### config.mk
export PLATFORM = sky130hd
export DESIGN_NAME = cpu_backend
export DESIGN_NICKNAME = d
export VERILOG_FILES = /design/src/cpu_pkg.sv /design/src/cpu_backend.sv /design/src/regfile.sv /design/src/writeback_stage.sv /design/src/memory2_stage.sv
export VERILOG_INCLUDE_DIRS = /design/src /design/src/src
export SDC_FILE = /design/constraint.sdc
export NUM_CORES = 2
export LEC_CHECK = 0
export ABC_CLOCK_PERIOD_IN_PS = 10750
export BUFFER_PORTS_ARGS = -buffer_cell sky130_fd_sc_hd__buf_4
export CAP_MARGIN = 20
export CORE_MARGIN = 2
export CORE_UTILIZATION = 55
export DETAILED_ROUTE_END_ITERATION = 7
export PLACE_DENSITY = 0.78
export SYNTH_ARGS = -nofsm -noshare
export SYNTH_HDL_FRONTEND = slang
export SYNTH_HIERARCHICAL = 1
export SYNTH_SLANG_ARGS = --single-unit
### constraint.sdc
create_clock -name clk -period 10.75 [get_ports clk]
set_input_delay 1.6125 -clock clk [delete_from_list [all_inputs] [get_ports clk]]
set_output_delay 1.6125 -clock clk [all_outputs]
set_load 0.02 [all_outputs]
### src/cpu_defs_macros.svh
`ifndef CPU_DEFS_MACROS_SVH
`define CPU_DEFS_MACROS_SVH

// Architectural register count of the integer register file.
`define CPU_NREGS 32

// Width of a register index, enough to address CPU_NREGS entries.
`define CPU_REG_IDX_W 5

// Data path width.
`define CPU_XLEN 32

`endif
### src/cpu_pkg.sv
`include "cpu_defs_macros.svh"

package cpu_pkg;

    // Load kind carried with each instruction. LD_NONE marks a non-load.
    typedef enum logic [2:0] {
        LD_NONE = 3'd0,
        LD_B    = 3'd1,
        LD_BU   = 3'd2,
        LD_H    = 3'd3,
        LD_HU   = 3'd4,
        LD_W    = 3'd5
    } ld_kind_t;

    // Execute/memory1 to memory2. For loads ex_out is the address and
    // ld_word the raw word returned by the data cache.
    typedef struct packed {
        logic                      valid;
        logic [`CPU_XLEN-1:0]      pc;
        logic [`CPU_REG_IDX_W-1:0] rd;
        logic                      is_wr_rd;
        logic                      is_link;
        ld_kind_t                  ld_kind;
        logic [1:0]                addr_lo;
        logic [`CPU_XLEN-1:0]      ex_out;
        logic [`CPU_XLEN-1:0]      ld_word;
    } ex_mem2_pass_t;

    // Memory2 to writeback.
    typedef struct packed {
        logic                      valid;
        logic [`CPU_XLEN-1:0]      pc;
        logic [`CPU_REG_IDX_W-1:0] rd;
        logic                      is_wr_rd;
        logic                      is_link;
        logic [`CPU_XLEN-1:0]      ex_mem_out;
    } mem2_wb_pass_t;

    // One committed instruction as seen at the commit port.
    typedef struct packed {
        logic [`CPU_XLEN-1:0]      pc;
        logic                      wen;
        logic [`CPU_REG_IDX_W-1:0] wdest;
        logic [`CPU_XLEN-1:0]      wdata;
    } commit_t;

endpackage

### src/cpu_backend.sv
`timescale 1ns/1ps
`include "cpu_defs_macros.svh"

module cpu_backend (
    input  logic                      clk,
    input  logic                      rst_n,
    input  logic                      flush,
    input  cpu_pkg::ex_mem2_pass_t    in_pass,
    output logic                      in_ready,
    output logic                      commit_valid,
    output cpu_pkg::commit_t          commit,
    input  logic                      commit_ready,
    input  logic [`CPU_REG_IDX_W-1:0] raddr_a,
    input  logic [`CPU_REG_IDX_W-1:0] raddr_b,
    output logic [`CPU_XLEN-1:0]      rdata_a,
    output logic [`CPU_XLEN-1:0]      rdata_b
);

    cpu_pkg::mem2_wb_pass_t m2_wb_pass;

    logic                      wb_rdy_in;
    logic                      reg_we;
    logic [`CPU_REG_IDX_W-1:0] reg_idx;
    logic [`CPU_XLEN-1:0]      reg_data;

    memory2_stage memory2_stage_i (
        .clk         (clk),
        .rst_n       (rst_n),
        .flush       (flush),
        .pass_in     (in_pass),
        .rdy_in      (in_ready),
        .next_rdy_in (wb_rdy_in),
        .pass_out    (m2_wb_pass)
    );

    writeback_stage writeback_stage_i (
        .clk          (clk),
        .rst_n        (rst_n),
        .flush        (flush),
        .pass_in      (m2_wb_pass),
        .rdy_in       (wb_rdy_in),
        .next_rdy_in  (commit_ready),
        .reg_idx      (reg_idx),
        .reg_we       (reg_we),
        .reg_data     (reg_data),
        .commit_valid (commit_valid),
        .commit       (commit)
    );

    regfile regfile_i (
        .clk     (clk),
        .rst_n   (rst_n),
        .we      (reg_we),
        .waddr   (reg_idx),
        .wdata   (reg_data),
        .raddr_a (raddr_a),
        .raddr_b (raddr_b),
        .rdata_a (rdata_a),
        .rdata_b (rdata_b)
    );

endmodule

### src/regfile.sv
`timescale 1ns/1ps
`include "cpu_defs_macros.svh"

module regfile (
    input  logic                      clk,
    input  logic                      rst_n,
    input  logic                      we,
    input  logic [`CPU_REG_IDX_W-1:0] waddr,
    input  logic [`CPU_XLEN-1:0]      wdata,
    input  logic [`CPU_REG_IDX_W-1:0] raddr_a,
    input  logic [`CPU_REG_IDX_W-1:0] raddr_b,
    output logic [`CPU_XLEN-1:0]      rdata_a,
    output logic [`CPU_XLEN-1:0]      rdata_b
);

    logic [`CPU_XLEN-1:0] regs [`CPU_NREGS];

    // r0 is cleared by reset and never written, so it always reads zero.
    always_ff @(posedge clk or negedge rst_n) begin
        if (!rst_n) begin
            for (int i = 0; i < `CPU_NREGS; i++) begin
                regs[i] <= '0;
            end
        end else if (we && (waddr != '0)) begin
            regs[waddr] <= wdata;
        end
    end

    // No bypass from the write port.
    assign rdata_a = regs[raddr_a];
    assign rdata_b = regs[raddr_b];

endmodule

### src/writeback_stage.sv
`timescale 1ns/1ps
`include "cpu_defs_macros.svh"

module writeback_stage (
    input  logic                      clk,
    input  logic                      rst_n,
    input  logic                      flush,
    input  cpu_pkg::mem2_wb_pass_t    pass_in,
    output logic                      rdy_in,
    input  logic                      next_rdy_in,
    output logic [`CPU_REG_IDX_W-1:0] reg_idx,
    output logic                      reg_we,
    output logic [`CPU_XLEN-1:0]      reg_data,
    output logic                      commit_valid,
    output cpu_pkg::commit_t          commit
);

    cpu_pkg::mem2_wb_pass_t pass_in_r;

    logic                 wb_bubble;
    logic [`CPU_XLEN-1:0] pc_plus4;
    logic [`CPU_XLEN-1:0] result;

    always_ff @(posedge clk or negedge rst_n) begin
        if (!rst_n) begin
            pass_in_r.valid <= 1'b0;
        end else if (rdy_in) begin
            pass_in_r <= pass_in;
        end
    end

    // A flushed or empty register holds nothing worth keeping, so it
    // is always ready to be overwritten.
    assign wb_bubble = flush | ~pass_in_r.valid;
    assign rdy_in    = wb_bubble | next_rdy_in;

    assign pc_plus4 = pass_in_r.pc + `CPU_XLEN'd4;
    assign result   = pass_in_r.is_link ? pc_plus4 : pass_in_r.ex_mem_out;

    // commit_valid must not look at commit_ready.
    assign commit_valid = ~wb_bubble;

    // The register file is written only when the commit is taken.
    assign reg_we   = commit_valid & next_rdy_in & pass_in_r.is_wr_rd;
    assign reg_idx  = pass_in_r.rd;
    assign reg_data = result;

    always_comb begin
        commit.pc    = pass_in_r.pc;
        commit.wen   = pass_in_r.is_wr_rd;
        commit.wdest = pass_in_r.rd;
        commit.wdata = result;
    end

endmodule

### src/memory2_stage.sv
`timescale 1ns/1ps
`include "cpu_defs_macros.svh"

module memory2_stage (
    input  logic                   clk,
    input  logic                   rst_n,
    input  logic                   flush,
    input  cpu_pkg::ex_mem2_pass_t pass_in,
    output logic                   rdy_in,
    input  logic                   next_rdy_in,
    output cpu_pkg::mem2_wb_pass_t pass_out
);

    cpu_pkg::ex_mem2_pass_t pass_in_r;

    logic [7:0]           ld_byte;
    logic [15:0]          ld_half;
    logic [`CPU_XLEN-1:0] ex_mem_out;

    // Only valid is cleared, the rest of the pass is payload.
    always_ff @(posedge clk or negedge rst_n) begin
        if (!rst_n) begin
            pass_in_r.valid <= 1'b0;
        end else if (flush) begin
            pass_in_r.valid <= 1'b0;
        end else if (rdy_in) begin
            pass_in_r <= pass_in;
        end
    end

    // The register can take a new item when it is empty or when
    // writeback takes the current one at this edge.
    assign rdy_in = ~pass_in_r.valid | next_rdy_in;

    // Little-endian lanes: addr_lo 0 selects bits 7:0.
    always_comb begin
        case (pass_in_r.addr_lo)
            2'd0:    ld_byte = pass_in_r.ld_word[7:0];
            2'd1:    ld_byte = pass_in_r.ld_word[15:8];
            2'd2:    ld_byte = pass_in_r.ld_word[23:16];
            default: ld_byte = pass_in_r.ld_word[31:24];
        endcase
    end

    // Halves follow addr_lo[1]; bit 0 is ignored.
    assign ld_half = pass_in_r.addr_lo[1] ? pass_in_r.ld_word[31:16]
                                          : pass_in_r.ld_word[15:0];

    always_comb begin
        case (pass_in_r.ld_kind)
            cpu_pkg::LD_B: begin
                ex_mem_out = {{(`CPU_XLEN - 8){ld_byte[7]}}, ld_byte};
            end
            cpu_pkg::LD_BU: begin
                ex_mem_out = {{(`CPU_XLEN - 8){1'b0}}, ld_byte};
            end
            cpu_pkg::LD_H: begin
                ex_mem_out = {{(`CPU_XLEN - 16){ld_half[15]}}, ld_half};
            end
            cpu_pkg::LD_HU: begin
                ex_mem_out = {{(`CPU_XLEN - 16){1'b0}}, ld_half};
            end
            cpu_pkg::LD_W: begin
                ex_mem_out = pass_in_r.ld_word;
            end
            default: begin
                // Non-load, the execute result goes through.
                ex_mem_out = pass_in_r.ex_out;
            end
        endcase
    end

    // A flush turns the item leaving this stage into a bubble so that
    // writeback does not pick it up at the flush edge.
    always_comb begin
        pass_out.valid      = pass_in_r.valid & ~flush;
        pass_out.pc         = pass_in_r.pc;
        pass_out.rd         = pass_in_r.rd;
        pass_out.is_wr_rd   = pass_in_r.is_wr_rd;
        pass_out.is_link    = pass_in_r.is_link;
        pass_out.ex_mem_out = ex_mem_out;
    end

endmodule

# Yosys cells after proc, flatten, opt, wreduce, memory -nomap -nowiden
# Index checks and enable logic that the tools add are counted.
op_classes:
  reduce_logical: 7
  order_cmp: 4
  muxes: 15
  n_eq_ne: 7
  n_addsub: 1
  bitwise_logic: 13
op_table:
  columns: ["op", "count"]
  rows:
  - ["1024-bit bitwise mux", 1]
  - ["32-bit binary-select mux with 5-bit select", 2]
  - ["32-bit 2-to-1 mux", 6]
  - ["32-bit demux with 5-bit select", 1]
  - ["32-bit case mux with 5 select lines", 1]
  - ["109-bit 2-to-1 mux", 1]
  - ["32-bit by 3-bit adder with 32-bit output, second input constant", 1]
  - ["8-bit case mux with 3 select lines", 1]
  - ["6-bit greater-or-equal comparator, second input constant", 3]
  - ["5-bit NOT with 6-bit output", 3]
  - ["16-bit 2-to-1 mux", 1]
  - ["3-bit by 2-bit equality test with 1-bit output, second input constant", 2]
  - ["3-bit equality test, second input constant", 2]
  - ["6-bit by 1-bit < comparator with 1-bit output, second input constant", 1]
  - ["5-bit nonzero test", 1]
  - ["1-bit NOT", 4]
  - ["1-bit bitwise AND", 3]
  - ["3-bit by 1-bit equality test with 1-bit output, second input constant", 1]
  - ["1-bit OR", 3]
  - ["3-bit AND reduction", 1]
  - ["2-bit by 1-bit equality test with 1-bit output, second input constant", 1]
  - ["2-bit equality test, second input constant", 1]
  - ["1-bit logical AND", 2]
  - ["2-bit logical NOT", 1]
  - ["other kinds (3)", 3]
totals:
  register_bits: 1205
  word_cells: 94

# Depth between registers and ports, before layout
logic_depth:
  ltp_word: 6
  mapped_depth: 8
  depth_no_buf: 6

# By module
# Netlist, hierarchy kept.
modules_own_cells:
  columns: ["module", "area_each_um2", "n_inst", "cells_per_inst"]
  rows:
  - ["regfile", 55938.6, 1, 4601]
  - ["memory2_stage", 4924.7, 1, 359]
  - ["writeback_stage", 3786.1, 1, 325]

# Worst setup path after synthesis
# No wires, ideal clock.
synth_timing:
  path_kind: "input to register"
  from: "in flush"
  to: "reg memory2_stage_i/pass_in_r[0] in the netlist's numbering (enable)"
  path_stages: 5
  required_time_ns: 10.018
  setup_time_ns: 0.732
  arrival_time_ns: 9.801
  setup_slack_ns: 0.217
  path_cell_list: "nor2b_1 > nor2b_1 > inv_1 > nor2b_1 > nor3b_1"
synth_via:
  elab_chain_cells: 4
  elab_cells_between_ends: 5
  classes_between: "bitwise: 4; reduce/logical: 1"
synth_lines:
  columns: ["element", "line", "text"]
  rows:
  - ["start, declared", "cpu_backend.sv:7", "input logic flush,"]
  - ["1-bit OR", "writeback_stage.sv:34", "assign wb_bubble = flush | ~pass_in_r.valid;"]
  - ["1-bit OR", "writeback_stage.sv:35", "assign rdy_in = wb_bubble | next_rdy_in;"]
  - ["via wb_rdy_in", "cpu_backend.sv:21", "logic wb_rdy_in;"]
  - ["1-bit OR", "memory2_stage.sv:33", "assign rdy_in = ~pass_in_r.valid | next_rdy_in;"]
  - ["3-bit AND reduction (no line)", null, null]
  - ["end signal, assigned", "memory2_stage.sv:27", "pass_in_r <= pass_in;"]
  - ["end, declared", "memory2_stage.sv:14", "cpu_pkg::ex_mem2_pass_t pass_in_r;"]
# The timed path passes the listed nets, and every way through them passes these cells.
# A chain may end at the register's enable or synchronous reset.

# Worst setup path in the final report
layout_timing:
  from: "in raddr_b[2]"
  to: "out rdata_b[10]"
layout_via:
  elab_chain_cells: 4
layout_lines:
  columns: ["element", "line", "text"]
  rows:
  - ["start, declared", "cpu_backend.sv:14", "input logic [`CPU_REG_IDX_W-1:0] raddr_b,"]
  - ["5-bit NOT with 6-bit output (implied by the code)", "regfile.sv:31", "assign rdata_b = regs[raddr_b];"]
  - ["32-bit binary-select mux with 5-bit select", "regfile.sv:31", null]
  - ["32-bit 2-to-1 mux (implied by the code) (2 in a row)", "regfile.sv:31", null]
  - ["end, declared", "cpu_backend.sv:16", "output logic [`CPU_XLEN-1:0] rdata_b"]
# No other way between the ends. The select of a mux whose other input is x is not followed.

==> results.md <==
- Outcome: complete, no violations
- Total Die Area: 0.120 sq mm
- Mapped Nets: 5409
- Total power after layout: 10.7 mW
- Hold_ws: 0.403 ns
- GRT Util Overall: 31.1%
- Largest net degree at the start of global routing: 189
- I/O Pins: 259
- Routed WL per cell: 28.2 um
- Post-Synthesis Cells: 5285
- TritonCTS Buffers: 130
- Crit path from: raddr_b[2]
- Syn Area/Cell: 12.2 sq um
- Fill cells: 9015
- Top-area cell type share of the netlist area: 39.7%
- Max Cap Viol: 0
- Worst Setup End Kind: primary output
- Reg2Reg Launch Point: writeback_stage_i/commit[40]
- Most frequent cell after synthesis: mux2i_1
- Worst slack, placed: 4.47 ns
- RSZ-0062 raised after global routing: no
- Number of enable flip-flop cells after synthesis: 179
- CP Launch Type: primary input
- Number of routed nets with antenna violations: 0
- Number of synthesized register bits: 1205
- Clk Latency, worst-skew pair: 0.76 ns
- ANT cells: 0
- Uppermost layer routed: met4
- Class of the worst hold path: flop to flop
- Synth warn: 6
- Synth area leader: dfrtp_1
- Overall die height: 347 um
- Average vias per placed instance: 6.65
- Post-route clock period utilization: 59.4%
- Clk sinks: 1205
- Final Hold Viols: 0
- Slack of the critical path: 4.37 ns
- Core area: 0.116 sq mm
- Port bufs: 258
- Layout area overhead: 9.33%
- Routed Wire Length: 191 mm
- DRC: 0
- Post-Layout Inst Area: 0.0707 sq mm
- Critical Path Max Stage Delay: 0.99 ns
- Post-synth cell types: 66
- Slew @ Worst Pin: 1.21 ns
- Min Clock Period, post-route: 6.38 ns
- Post-synthesis sequential area ratio: 48.0%
- DPL Wire Length: 103 mm
- Initial antenna violation count: 3
- CTS root buffer: clkbuf_16
- Post-CTS Hold Fix Bufs: 0
- Mapped Area: 0.0646 sq mm
- Buf/Inv on CP: 4
- CTS clock-pin slew for the worst setup and hold paths: 0.06 ns
- Slew Viols, Final: 0
- Top cells by area, synth: dfrtp_1, mux2_2, mux2i_1
- CP most frequent cell: buf_4
- Routed met2 length: 85.0 mm
- Initial DRC count: 5228
- Die Wd: 347 um
- Crit path DAT: 4.77 ns
- Vias in the first global route: 44900
- Setup TNS: 0 ns
- Max stage delay cell, worst path: buf_4
- Placer congestion estimate: 0.857
- Placed Area: 0.0662 sq mm
- Layout Nets: 5286
- CP delay by family, top: buffers and inverters
- Pre-Repair DR Iteration Count: 8
- Max H-tree Level: 4
- CP Data Required Time: 9.14 ns
- Worst hold start: regfile_i/regs[1010]
- Maximum clock path buffer count: 3
- Setup bufs post-CTS: 0
- Met3 Routed Length: 18.5 mm
- Max_slew headroom: 19.3%
- Worst vdd ir: 0.000175 V
- Pwr per Cell Area: 151 mW/mm^2
- Ys flop type: dfrtp_1
- Async SR Flop Fraction: 85.1%
- CTS tree: done
- Max FO, Critical Path: 67
- First-pass GRT wire length: 284 mm
- # resized after CTS: 0
- Top cells by count, synth: mux2i_1, dfrtp_1, mux2_2
- Grt ovf: 0
- P_leak: 34.2 nW
- FP Rows: 125
- Vias post-DR: 45200
- Worst-path cell chain: buf_4 > nor2b_4 > buf_4 > buf_4 > a22o_1 > nor3_1 > a31oi_1 > nand3_1 > buf_4
- Starting Density: 55.6%
- WL met1: 79.4 mm
- Max Clk Rate: 157 MHz
- CP Class: primary input to primary output
- Layout cells sized above 1: 30.8%
- Clock skew: 0.0280 ns
- Setup violations, final: 0
routing by layer:
layer	global-route usage, %	vias to the layer above
met5	0	-
met4	13.0	0
met3	7.37	519
met2	47.0	2371
met1	43.2	23100
li1	-	19200
sequential cells by signal (all words and copies together) (netlist names):
name and cells:
memory2_stage_i/pass_out 39, memory2_stage_i/pass_in_r 70, writeback_stage_i/pass_in_r 34, writeback_stage_i/reg_idx 5, writeback_stage_i/commit 33, regfile_i/regs 1024
per-stage QoR:
stage,instances,utilization (%)
CTS,6785,60.7
detailed placement,6551,56.9
global route,6788,60.7
finish,6788,60.7
global placement,6549,56.8
floorplan,5285,-
path summary, 6_finish.rpt:
path	end	slack, ns	cells past startpoint
worst min-delay path	regfile_i/regs[1010]	0.40	0
worst max-delay path	rdata_b[10]	4.37	9
min in group asynchronous	regfile_i/regs[606]	0.82	1
worst max register to register	regfile_i/regs[210]	7.26	6
worst min register to register	regfile_i/regs[1010]	0.40	0
max in group asynchronous	regfile_i/regs[676]	6.84	4
logic make-up (layout without fill, tap and decap cells):
group | Yosys count | in the layout | synth area share [%]
multiplexers | 2037 | 2037 | 33.6
flip-flops | 1205 | 1205 | 48.0
AND/OR/NAND/NOR | 704 | 704 | 5.30
AO/OA/AOI/OAI | 690 | 690 | 7.29
buffers and inverters | 635 | 614 | 5.55
XOR/XNOR | 13 | 13 | 0.176
adder cells (fa/ha/maj) | 1 | 1 | 0.0194
final cells by class:
type / count / area (sq um) / share of cell area, %
sequential: 1205 / 31000 / 43.9
multi-input combinational: 3445 / 30300 / 42.8
clock buffer: 183 / 3760 / 5.32
timing repair buffer: 365 / 2960 / 4.19
tap: 1524 / 1910 / 2.70
clock inverter: 51 / 681 / 0.963
inverter: 15 / 56.3 / 0.0797
report_power, final:
group	internal [mW]	total, mW	switching, mW
clock network	2.77	4.65	1.88
registers	4.75	4.84	0.0889
logic	0.419	1.17	0.748
total	7.94	10.7	2.72
cell usage in the layout, fill, tap and decap left out, types with 20 or more instances in the layout:
cell type     n
buf_4       347
clkbuf_16   135
nor3_1       71
nor2_1       53
nand3_1     227
a31oi_1      65
nand2_1     237
edfxtp_1    179
clkbuf_1     28
a21oi_1     219
clkbuf_8     20
mux2i_1    1033
a22o_1      136
a22oi_1     192
mux2_1       37
mux2_2      958
dfrtp_1    1026
Note: power is estimated with default switching activity, not from simulation.
